File: src/dbg_pkg.sv
// ========================================
// Shared types for the register-dump debugger
// CPU field widths, register-select codes,
// snapshot struct, formatter field states
// and the dump text length
// ========================================

`default_nettype none

package dbg_pkg;

    // Basic CPU widths
    typedef logic [3:0]  nibble_t;   // One 4-bit digit
    typedef logic [19:0] addr_t;     // Program counter
    typedef logic [15:0] status_t;   // ST flags
    typedef logic [7:0]  char_t;     // ASCII character

    // Register numbering follows the ALU
    typedef logic [4:0]  reg_sel_t;

    localparam reg_sel_t REG_SEL_C    = 5'd2;
    localparam reg_sel_t REG_SEL_NONE = 5'd31;

    // CPU state sampled for the dump
    typedef struct packed {
        addr_t   pc;
        nibble_t p;
        nibble_t hst;
        status_t st;
    } cpu_state_t;

    // Formatter fields, in output order
    typedef enum logic [3:0] {
        FIELD_PC_LABEL,   // "PC: "
        FIELD_PC_VALUE,   // Five hex digits
        FIELD_NL_1,
        FIELD_P,          // "P: x HST: "
        FIELD_HST,        // Four binary digits
        FIELD_ST_LABEL,   // " ST: "
        FIELD_ST_VALUE,   // Sixteen binary digits
        FIELD_NL_2,
        FIELD_C_LABEL,    // "C: "
        FIELD_C_VALUE,    // Sixteen hex digits and the last newline
        FIELD_DONE
    } dump_field_e;

    // Characters in one complete dump
    //   line 1: 10
    //   line 2: 36
    //   line 3: 20
    localparam int DUMP_TEXT_LEN = 66;

endpackage

`default_nettype wire

File: src/dump_buffer.sv
// ========================================
// Dump text memory
// One write port, one registered read port
// ========================================

`timescale 1ns/1ps
`default_nettype none

module dump_buffer #(
    parameter int BUFFER_DEPTH = 128
) (
    input  wire                             i_clk,
    input  wire                             i_wr_en,
    input  wire [$clog2(BUFFER_DEPTH)-1:0]  i_wr_addr,
    input  dbg_pkg::char_t                  i_wr_char,
    input  wire [$clog2(BUFFER_DEPTH)-1:0]  i_rd_addr,
    output dbg_pkg::char_t                  o_rd_char
);

    dbg_pkg::char_t mem [BUFFER_DEPTH];

    // Write side, driven by the formatter
    always_ff @(posedge i_clk) begin
        if (i_wr_en)
            mem[i_wr_addr] <= i_wr_char;
    end

    // Registered read, maps onto block RAM
    always_ff @(posedge i_clk) begin
        o_rd_char <= mem[i_rd_addr];
    end

endmodule

`default_nettype wire

File: src/dump_formatter.sv
// ========================================
// Dump text formatter
// Walks the dump fields, converts digits to
// ASCII and writes one character per clock,
// reading register C through the debug port
// ========================================

`timescale 1ns/1ps
`default_nettype none

module dump_formatter #(
    parameter int BUFFER_DEPTH = 128
) (
    input  wire                    i_clk,
    input  wire                    i_reset,
    input  wire                    i_format_start,
    input  dbg_pkg::cpu_state_t    i_cpu_state,
    input  dbg_pkg::nibble_t       i_dbg_reg_nibble,
    output dbg_pkg::reg_sel_t      o_dbg_register,
    output dbg_pkg::nibble_t       o_dbg_reg_ptr,
    output logic                   o_wr_en,
    output logic [$clog2(BUFFER_DEPTH)-1:0] o_wr_addr,
    output dbg_pkg::char_t         o_wr_char,
    output logic                   o_format_done
);

    localparam int PTR_W = $clog2(BUFFER_DEPTH);

    dbg_pkg::dump_field_e field;
    logic [4:0]           pos;       // Label index or digit index
    logic [4:0]           c_index;   // C nibble, one below pos
    logic                 c_read;

    function automatic dbg_pkg::char_t hex_char(input dbg_pkg::nibble_t n);
        if (n < 4'd10)
            return 8'h30 + {4'h0, n};
        return 8'h37 + {4'h0, n};   // Upper case A-F
    endfunction

    function automatic dbg_pkg::char_t bin_char(input logic b);
        return b ? "1" : "0";
    endfunction

    // Position 0 of the C field is the closing newline
    assign c_index        = pos - 5'd1;
    assign c_read         = (field == dbg_pkg::FIELD_C_VALUE) && (pos != 5'd0);
    assign o_dbg_register = c_read ? dbg_pkg::REG_SEL_C : dbg_pkg::REG_SEL_NONE;
    assign o_dbg_reg_ptr  = c_read ? c_index[3:0] : 4'h0;
    assign o_wr_en        = (field != dbg_pkg::FIELD_DONE);

    // Character for the current field and position
    always_comb begin
        case (field)
            dbg_pkg::FIELD_PC_LABEL: begin
                case (pos)
                    5'd0:    o_wr_char = "P";
                    5'd1:    o_wr_char = "C";
                    5'd2:    o_wr_char = ":";
                    default: o_wr_char = " ";
                endcase
            end
            dbg_pkg::FIELD_PC_VALUE: o_wr_char = hex_char(i_cpu_state.pc[pos[2:0]*4 +: 4]);
            dbg_pkg::FIELD_P: begin
                case (pos)
                    5'd0:    o_wr_char = "P";
                    5'd1:    o_wr_char = ":";
                    5'd3:    o_wr_char = hex_char(i_cpu_state.p);
                    5'd5:    o_wr_char = "H";
                    5'd6:    o_wr_char = "S";
                    5'd7:    o_wr_char = "T";
                    5'd8:    o_wr_char = ":";
                    default: o_wr_char = " ";
                endcase
            end
            dbg_pkg::FIELD_HST:      o_wr_char = bin_char(i_cpu_state.hst[pos[1:0]]);
            dbg_pkg::FIELD_ST_LABEL: begin
                case (pos)
                    5'd1:    o_wr_char = "S";
                    5'd2:    o_wr_char = "T";
                    5'd3:    o_wr_char = ":";
                    default: o_wr_char = " ";
                endcase
            end
            dbg_pkg::FIELD_ST_VALUE: o_wr_char = bin_char(i_cpu_state.st[pos[3:0]]);
            dbg_pkg::FIELD_C_LABEL: begin
                case (pos)
                    5'd0:    o_wr_char = "C";
                    5'd1:    o_wr_char = ":";
                    default: o_wr_char = " ";
                endcase
            end
            dbg_pkg::FIELD_C_VALUE:  o_wr_char = c_read ? hex_char(i_dbg_reg_nibble) : "\n";
            default:                 o_wr_char = "\n";   // Both newline fields
        endcase
    end

    // Field sequencing, one character per clock
    always_ff @(posedge i_clk) begin
        if (i_reset) begin
            field         <= dbg_pkg::FIELD_DONE;
            pos           <= 5'd0;
            o_wr_addr     <= '0;
            o_format_done <= 1'b0;
        end else if (i_format_start) begin
            field         <= dbg_pkg::FIELD_PC_LABEL;
            pos           <= 5'd0;
            o_wr_addr     <= '0;
            o_format_done <= 1'b0;
        end else if (o_wr_en) begin
            o_wr_addr <= o_wr_addr + PTR_W'(1);
            case (field)
                dbg_pkg::FIELD_PC_LABEL: begin
                    if (pos == 5'd3) begin
                        field <= dbg_pkg::FIELD_PC_VALUE;
                        pos   <= 5'd4;   // Most significant digit first
                    end else begin
                        pos <= pos + 5'd1;
                    end
                end
                dbg_pkg::FIELD_PC_VALUE: begin
                    if (pos == 5'd0)
                        field <= dbg_pkg::FIELD_NL_1;
                    else
                        pos <= pos - 5'd1;
                end
                dbg_pkg::FIELD_NL_1: field <= dbg_pkg::FIELD_P;
                dbg_pkg::FIELD_P: begin
                    if (pos == 5'd9) begin
                        field <= dbg_pkg::FIELD_HST;
                        pos   <= 5'd3;
                    end else begin
                        pos <= pos + 5'd1;
                    end
                end
                dbg_pkg::FIELD_HST: begin
                    if (pos == 5'd0)
                        field <= dbg_pkg::FIELD_ST_LABEL;
                    else
                        pos <= pos - 5'd1;
                end
                dbg_pkg::FIELD_ST_LABEL: begin
                    if (pos == 5'd4) begin
                        field <= dbg_pkg::FIELD_ST_VALUE;
                        pos   <= 5'd15;
                    end else begin
                        pos <= pos + 5'd1;
                    end
                end
                dbg_pkg::FIELD_ST_VALUE: begin
                    if (pos == 5'd0)
                        field <= dbg_pkg::FIELD_NL_2;
                    else
                        pos <= pos - 5'd1;
                end
                dbg_pkg::FIELD_NL_2: field <= dbg_pkg::FIELD_C_LABEL;
                dbg_pkg::FIELD_C_LABEL: begin
                    if (pos == 5'd2) begin
                        field <= dbg_pkg::FIELD_C_VALUE;
                        pos   <= 5'd16;   // Nibble 15 down, then newline
                    end else begin
                        pos <= pos + 5'd1;
                    end
                end
                dbg_pkg::FIELD_C_VALUE: begin
                    if (pos == 5'd0) begin
                        field         <= dbg_pkg::FIELD_DONE;
                        o_format_done <= 1'b1;
                    end else begin
                        pos <= pos - 5'd1;
                    end
                end
                default: field <= dbg_pkg::FIELD_DONE;
            endcase
        end
    end

endmodule

`default_nettype wire

File: src/dump_session.sv
// ========================================
// Debug-cycle control and character streamer
// Trigger detect, format handoff and
// one character per enabled clock
// ========================================

`timescale 1ns/1ps
`default_nettype none

module dump_session #(
    parameter int BUFFER_DEPTH = 128
) (
    input  wire                             i_clk,
    input  wire                             i_reset,
    input  wire                             i_clk_en,
    input  wire [3:0]                       i_phases,
    input  wire                             i_instr_decoded,
    input  wire                             i_format_done,
    input  dbg_pkg::char_t                  i_rd_char,
    output logic                            o_format_start,
    output logic [$clog2(BUFFER_DEPTH)-1:0] o_rd_addr,
    output logic                            o_debug_cycle,
    output dbg_pkg::char_t                  o_char_to_send,
    output logic                            o_char_strobe
);

    localparam int PTR_W = $clog2(BUFFER_DEPTH);

    typedef enum logic [2:0] {
        SES_IDLE,
        SES_START,    // Formatter start pulse
        SES_FORMAT,   // Wait for the text
        SES_STREAM,   // Issue reads
        SES_DRAIN     // Last character in flight
    } session_e;

    session_e         state;
    logic [PTR_W-1:0] rd_ptr;
    logic             rd_pending;   // Read data arrives this cycle
    logic             rd_last;
    logic             out_last;     // Strobed character is the final one
    logic             trigger;
    logic             last_addr;

    // Phase 3 of an enabled clock, only while idle
    assign trigger        = i_clk_en && i_phases[3] && i_instr_decoded && (state == SES_IDLE);
    assign last_addr      = (rd_ptr == PTR_W'(dbg_pkg::DUMP_TEXT_LEN - 1));
    assign o_rd_addr      = rd_ptr;
    assign o_format_start = (state == SES_START);
    assign o_debug_cycle  = (state != SES_IDLE);

    always_ff @(posedge i_clk) begin
        if (i_reset) begin
            state         <= SES_IDLE;
            rd_ptr        <= '0;
            rd_pending    <= 1'b0;
            rd_last       <= 1'b0;
            out_last      <= 1'b0;
            o_char_strobe <= 1'b0;
        end else begin
            rd_pending    <= 1'b0;
            rd_last       <= 1'b0;
            o_char_strobe <= rd_pending;
            out_last      <= rd_last;
            case (state)
                SES_IDLE: begin
                    rd_ptr <= '0;
                    if (trigger)
                        state <= SES_START;
                end
                SES_START:  state <= SES_FORMAT;   // Stale done is cleared by now
                SES_FORMAT: if (i_format_done) state <= SES_STREAM;
                SES_STREAM: begin
                    if (i_clk_en) begin
                        rd_pending <= 1'b1;
                        rd_last    <= last_addr;
                        rd_ptr     <= rd_ptr + PTR_W'(1);
                        if (last_addr)
                            state <= SES_DRAIN;
                    end
                end
                SES_DRAIN: if (o_char_strobe && out_last) state <= SES_IDLE;
                default:   state <= SES_IDLE;
            endcase
        end
    end

    // Output character, held between strobes
    always_ff @(posedge i_clk) begin
        if (rd_pending)
            o_char_to_send <= i_rd_char;
    end

endmodule

`default_nettype wire

File: src/saturn_debugger.sv
// ========================================
// Register-dump debugger, top level
// Session control, formatter, text buffer
// ========================================

`timescale 1ns/1ps
`default_nettype none

module saturn_debugger #(
    parameter int BUFFER_DEPTH = 128
) (
    input  wire                  i_clk,
    input  wire                  i_reset,
    input  wire                  i_clk_en,
    input  wire [3:0]            i_phases,
    input  wire                  i_instr_decoded,
    input  dbg_pkg::cpu_state_t  i_cpu_state,
    input  dbg_pkg::nibble_t     i_dbg_reg_nibble,
    output logic                 o_debug_cycle,
    output dbg_pkg::reg_sel_t    o_dbg_register,
    output dbg_pkg::nibble_t     o_dbg_reg_ptr,
    output dbg_pkg::char_t       o_char_to_send,
    output logic                 o_char_strobe
);

    localparam int PTR_W = $clog2(BUFFER_DEPTH);

    logic             format_start;
    logic             format_done;
    logic             wr_en;
    logic [PTR_W-1:0] wr_addr;
    dbg_pkg::char_t   wr_char;
    logic [PTR_W-1:0] rd_addr;
    dbg_pkg::char_t   rd_char;

    dump_session #(
        .BUFFER_DEPTH (BUFFER_DEPTH)
    ) u_session (
        .i_clk           (i_clk),
        .i_reset         (i_reset),
        .i_clk_en        (i_clk_en),
        .i_phases        (i_phases),
        .i_instr_decoded (i_instr_decoded),
        .i_format_done   (format_done),
        .i_rd_char       (rd_char),
        .o_format_start  (format_start),
        .o_rd_addr       (rd_addr),
        .o_debug_cycle   (o_debug_cycle),
        .o_char_to_send  (o_char_to_send),
        .o_char_strobe   (o_char_strobe)
    );

    dump_formatter #(
        .BUFFER_DEPTH (BUFFER_DEPTH)
    ) u_formatter (
        .i_clk            (i_clk),
        .i_reset          (i_reset),
        .i_format_start   (format_start),
        .i_cpu_state      (i_cpu_state),
        .i_dbg_reg_nibble (i_dbg_reg_nibble),
        .o_dbg_register   (o_dbg_register),
        .o_dbg_reg_ptr    (o_dbg_reg_ptr),
        .o_wr_en          (wr_en),
        .o_wr_addr        (wr_addr),
        .o_wr_char        (wr_char),
        .o_format_done    (format_done)
    );

    dump_buffer #(
        .BUFFER_DEPTH (BUFFER_DEPTH)
    ) u_buffer (
        .i_clk     (i_clk),
        .i_wr_en   (wr_en),
        .i_wr_addr (wr_addr),
        .i_wr_char (wr_char),
        .i_rd_addr (rd_addr),
        .o_rd_char (rd_char)
    );

endmodule

`default_nettype wire

File: config.mk
export PLATFORM = sky130hd
export DESIGN_NAME = saturn_debugger
export DESIGN_NICKNAME = d
export VERILOG_FILES = /design/src/dbg_pkg.sv /design/src/dump_buffer.sv /design/src/dump_formatter.sv /design/src/dump_session.sv /design/src/saturn_debugger.sv
export SDC_FILE = /design/constraint.sdc
export NUM_CORES = 1
export LEC_CHECK = 0
export ABC_AREA = 1
export BUFFER_PORTS_ARGS = -buffer_cell sky130_fd_sc_hd__buf_2
export CORE_AREA = 2 2 212 318
export DETAILED_ROUTE_END_ITERATION = 7
export DIE_AREA = 0 0 214 320
export PLACE_DENSITY = 0.81
export SLEW_MARGIN = 0
export SYNTH_ARGS = -nofsm -noshare
export SYNTH_HDL_FRONTEND = slang
export SYNTH_SLANG_ARGS = --single-unit
export TNS_END_PERCENT = 5
File: constraint.sdc
create_clock -name i_clk -period 11.55 [get_ports i_clk]
set_clock_uncertainty 0.1 [all_clocks]
set_input_delay 1.155 -clock i_clk [delete_from_list [all_inputs] [get_ports i_clk]]
set_output_delay 1.155 -clock i_clk [all_outputs]
set_load 0.03 [all_outputs]
# Word level (Yosys, flattened, before mapping)
# Memory sizes are Yosys's and may differ from the RTL's. A register that Yosys moved wholly into a read port is not among the register bits.
# Cells that the tools add are included.
# word_totals
output_inout_bits,19
latchBits,0
reg_bits,39
rom_bits,0
elab_cells,156
in_bits,56
ramBits,1024
memories,1
# classes
n_eq_ne,46
div_mod_pow,0
n_shift,1
mul,0
bitwise_logic,2
n_reduce_logical,24
mux,55
n_addsub,10
order_cmp,5
# memory_table
memory,words,word_bits,read_ports,rd_ports_with_merged_regs,write_ports,line_no,source
u_buffer.mem,128,8,1,1,1,dump_buffer.sv:20,dbg_pkg::char_t mem [BUFFER_DEPTH];
# op_table
operator,count
one-hot mux 8 bit (8 select lines),1
2-to-1 mux 8 bit,7
one-hot mux 8 bit (6 select lines),1
2-to-1 mux 4 bit,11
"adder 6 x 4 -> 7 bit, first input constant",6
one-hot mux 7 bit (3 select lines),2
one-hot mux 4 bit (10 select lines),1
2-to-1 mux 5 bit,6
one-hot mux 7 bit (2 select lines),2
one-hot mux 5 bit (5 select lines),1
"!= test 2 x 1 -> 1 bit, second input constant",11
"!= test 3 x 2 -> 1 bit, second input constant",7
"== test 5 x 3 -> 1 bit, second input constant",4
indexed part select 20 x 6 -> 4 bit,1
AND reduction 9 bit,2
"== test 4 x 3 -> 1 bit, second input constant",4
2-to-1 mux 3 bit,5
one-hot mux 3 bit (5 select lines),1
"adder 7 x 1 -> 7 bit, second input constant",2
2-to-1 mux 1 bit,14
"less-than comparator 4 bit, second input constant",3
"== test 5 x 2 -> 1 bit, second input constant",2
"== test 5 x 4 -> 1 bit, second input constant",2
nonzero test 5 bit,2
31 further kinds,45

# Longest topological paths before layout
# depth
ltp_word,7
ltp_mapped,17
mapped_depth_nobuf,13

# By module
# Synthesis repeated with hierarchy kept, for this count alone.
# hier_totals
cells_unflattened,4141
area_unflattened_um2,45502.4
# modules_own_cells
module,cells_per_inst,n_inst,area_per_inst_um2,seq_area_each_um2
dump_buffer,3575,1,42104.1,30909.6
dump_formatter,446,1,2409.8,340.3
dump_session,120,1,988.4,520.5

# Worst setup path after synthesis
# OpenSTA, ideal clock, no wires.
# synth_timing
path_type,input port to flip-flop
start,input i_cpu_state[28] (netlist bit)
end,memory u_buffer.mem[0][6] (netlist bit) (data pin)
stages,9
required_ns,10.406
setup_time_ns,1.044
path_buffers,0
path_slack_ns,6.599
arrival_time_ns,3.807
path_cell_list,o21ai_0 o22ai_1 nand2_1 o21ai_0 inv_1 ha_1 nand3_1 nand3_1 nand4_1
# synth_via
elab_chain_len,6
elab_cells_between_ends,9
classes_between,add/sub: 2; order compare: 1; shift: 1; mux: 5
# synth_lines
item,line_no,source
start: declaration,saturn_debugger.sv:17,"input dbg_pkg::cpu_state_t i_cpu_state,"
indexed part select 20 x 6 -> 4 bit *,dump_formatter.sv:62,dbg_pkg::FIELD_PC_VALUE: o_wr_char = hex_char(i_cpu_state.pc[pos[2:0]*4 +: 4]);
less-than comparator 4 bit,dump_formatter.sv:35,if (n < 4'd10)
2-to-1 mux 1 bit,dump_formatter.sv:35,
2-to-1 mux 1 bit,dump_formatter.sv:53,case (field)
2-to-1 mux 8 bit *,dump_formatter.sv:37,"return 8'h37 + {4'h0, n};"
one-hot mux 8 bit (8 select lines) *,dump_formatter.sv:53,
via u_buffer.i_wr_char[6],dump_buffer.sv:15,"input dbg_pkg::char_t i_wr_char,"
end: declaration,dump_buffer.sv:20,
# The timed path passes the listed nets; every way through them passes the cells marked *. The select of a mux whose other input is x is not followed.

==> results.sh <==
export IMPL_status="finished clean"
export IMPL_syn_area_mm2=0.04172
export IMPL_crit_path_frequent_cell="nand2_1"
export IMPL_powerDensity_mw_per_mm2=232.5
export IMPL_slowest_delay_ns=0.87
export IMPL_fin_tns_setup_ns=0
export IMPL_core_mm2=0.06547
export IMPL_critPathTopFamily="buffers and inverters"
export IMPL_nNetsFinal=4309
export IMPL_drtAntennaViolNets=0
export IMPL_cts_resized=0
export IMPL_synth_top_family_by_area="simple AND/OR/NAND/NOR gates"
export IMPL_routedWlPerCell_um=19.73
export IMPL_antenna_found_initial=0
export IMPL_drtIter0Drc=3037
export IMPL_setup_viol=0
export IMPL_die_h_um=320
export IMPL_leakagePower_nw=18.44
export IMPL_synthTopCellsByCount="nand2_1 (1,302), edfxtp_1 (903), nor2_1 (529), inv_1 (519), nand3_1 (432)"
export IMPL_finalHoldViolCount=0
export IMPL_grt_pass1_wl_um=156800
export IMPL_pin_count=75
export IMPL_hold_path_class="reg2reg"
export IMPL_yosysWarningCount=0
export IMPL_whs_ns=0.2995
export IMPL_pwr_share_seq_pct=42.8
export IMPL_final_period_utilization_pct=41.53
export IMPL_p_int_mw=6.683
export IMPL_ys_seq_elements=941
export IMPL_cts_made_buffers=83
export IMPL_synth_async_reset_ratio_pct=0
export IMPL_path_cells="buf_4, buf_4, buf_4, nand2_1, nand3_1, nand2_1, nand2_1, nand2_1, inv_1, nand2_1, nand2_1, nand3_1, nor2_1, nor2_1"
export IMPL_cts_hold_buf=0
export IMPL_dp_hpwl_um=60300
export IMPL_slew_limit_headroom_pct=12.61
export IMPL_peakVddDrop_mv=0.2717
export IMPL_synth_nets=4329
export IMPL_die_area_mm2=0.06848
export IMPL_cp_arrival_ns=5.22
export IMPL_grt_max_degree=182
export IMPL_final_core_util_pct=69.04
export IMPL_comb_power_share_pct=30.9
export IMPL_row_count=115
export IMPL_synth_adder_area_share_pct=0.3299
export IMPL_avgSynthCellArea_um2=9.789
export IMPL_synth_compound_gate_area_share_pct=3.353
export IMPL_maxCapViolCount=0
export IMPL_drc=0
export IMPL_cts_setup_buffers=0
export IMPL_fill_cells=4519
export IMPL_die_w_um=214
export IMPL_cts_tree="built"
export IMPL_root_buffer="clkbuf_16"
export IMPL_startpoint_type="register"
export IMPL_fin_crit_ns=4.797
export IMPL_grt_usage_pct=29.90
export IMPL_synth_mux_area_share_pct=0.02399
export IMPL_slew_viol_final=0
export IMPL_wl_um=102300
export IMPL_htreeDepth=3
export IMPL_gp_congestion=0.9543
export IMPL_postSynthCellCount=4262
export IMPL_overflow=0
export IMPL_synthFlopType="edfxtp_1"
export IMPL_cp_required_ns=11.97
export IMPL_vias=29450
export IMPL_clk_pin_slew_ns=0.06
export IMPL_cp_slowest_cell="dfxtp_4"
export IMPL_clkPwrFrac_pct=26.3
export IMPL_port_buffers=69
export IMPL_worst_slew_pin_slew_ns=1.308
export IMPL_grt_setup_unrepaired="false"
export IMPL_synth_edf_count=903
export IMPL_start_util_pct=63.72
export IMPL_cts_sinks=941
export IMPL_yosysSeqAreaShare_pct=66.82
export IMPL_yosysMostFrequentCell="nand2_1"
export IMPL_viasPerCell=5.681
export IMPL_areaGrowthSynthToFinish_pct=8.338
export IMPL_cts_max_path_buffers=3
export IMPL_synth_area_leaders="edfxtp_1 (65%), nand2_1 (12%), nand3_1 (5.2%)"
export IMPL_synthSimpleGateAreaFrac_pct=22.21
export IMPL_crit_type="reg2reg"
export IMPL_power_mw=10.51
export IMPL_swShare_pct=36.41
export IMPL_fmaxAchievable_mhz=208.5
export IMPL_endpoint_kind="register"
export IMPL_path_max_fanout=76
export IMPL_diodes=0
export IMPL_drive_gt1_share_pct=5.851
export IMPL_final_area_mm2=0.04520
export IMPL_dr_pass1_iters=8
export IMPL_synth_top_area_share_pct=65.00
export IMPL_p_switching_mw=3.826
export IMPL_grt_pass1_vias=28809
export IMPL_synth_largest_area_cell="edfxtp_1"
export IMPL_crit_buf_inv=4
export IMPL_synth_xor_area_share_pct=0.1050
export IMPL_clock_latency_ns=0.66
export IMPL_placed_area_mm2=0.04250
export IMPL_synth_cell_types=41
==> layout make-up <==
class / instances / area, µm² / area share [%]
inverters: 527 / 1991 / 4.404
clock inverters: 41 / 372.9 / 0.8250
repair buffers: 103 / 625.6 / 1.384
clock buffers: 109 / 2320 / 5.132
well taps: 877 / 1097 / 2.428
multi-input cells: 2586 / 10910 / 24.13
flip-flops and latches: 941 / 27890 / 61.70
==> placed cells by master, fill, tap and decap left out, types with 32 or more instances in the layout <==
master     Yosys  final
nand2_1     1302   1299
edfxtp_1     903    903
nor2_1       529    528
inv_1        519    515
nand3_1      432    431
o21ai_0      187    187
clkbuf_16      0     87
buf_2         86     69
dfxtp_1       38     35
buf_4         12     32
==> power groups by stage <==
stage / clock network [mW] / registers [mW] / logic (mW)
after detailed placement: 0 / 4.56 / 3.16
after global placement: 0 / 4.56 / 3.07
after CTS: 2.77 / 4.49 / 3.19
after global routing: 2.91 / 4.50 / 3.56
final: 2.77 / 4.50 / 3.24
after floorplan: 0 / 4.58 / 2.19
==> cell families (layout without fill, tap and decap cells) <==
logic type,Yosys count,count (layout)
xor+xnor,5,5
fa+ha+maj,11,11
flops,941,941
simple gates,2300,2300
buf+inv,735,780
mux,1,1
compound gates,267,267
other cells,2,2
==> registers in the layout, summed over array words and instances (netlist names), 3 cells and up <==
register,count
u_buffer.mem,896
u_buffer.o_rd_char,7
u_formatter.o_wr_addr,7
u_session.o_char_to_send,7
u_session.o_rd_addr,7
u_formatter.pos,5
u_formatter.field,4
u_session.state,3
==> metrics by stage <==
step	worst slack, ns	std cells
2_1_floorplan	6.599	4262
3_3_place_gp	6.931	5034
3_5_place_dp	6.904	5034
4_1_cts	6.906	5184
5_1_grt	6.550	5184
6_report	6.753	5184
==> per-layer routing <==
layer	track usage, %	wire length, µm	vias up
met5	0	0	-
met4	19.02	6516	0
met3	4.299	8542	332
met2	52.23	52240	1432
met1	34.71	34980	13883
li1	-	-	13803
==> final timing paths <==
check,startpoint,to,slack (ns),depth (start not counted)
hold reg to reg,u_buffer.o_rd_char[5],u_session.o_char_to_send[5],0.30,0
setup reg to reg,u_session.o_rd_addr[0],u_buffer.o_rd_char[6],6.75,14
setup / recovery,u_session.o_rd_addr[0],u_buffer.o_rd_char[6],6.75,14
hold / removal,u_buffer.o_rd_char[5],u_session.o_char_to_send[5],0.30,0
Power figures use the tool's default switching activity.
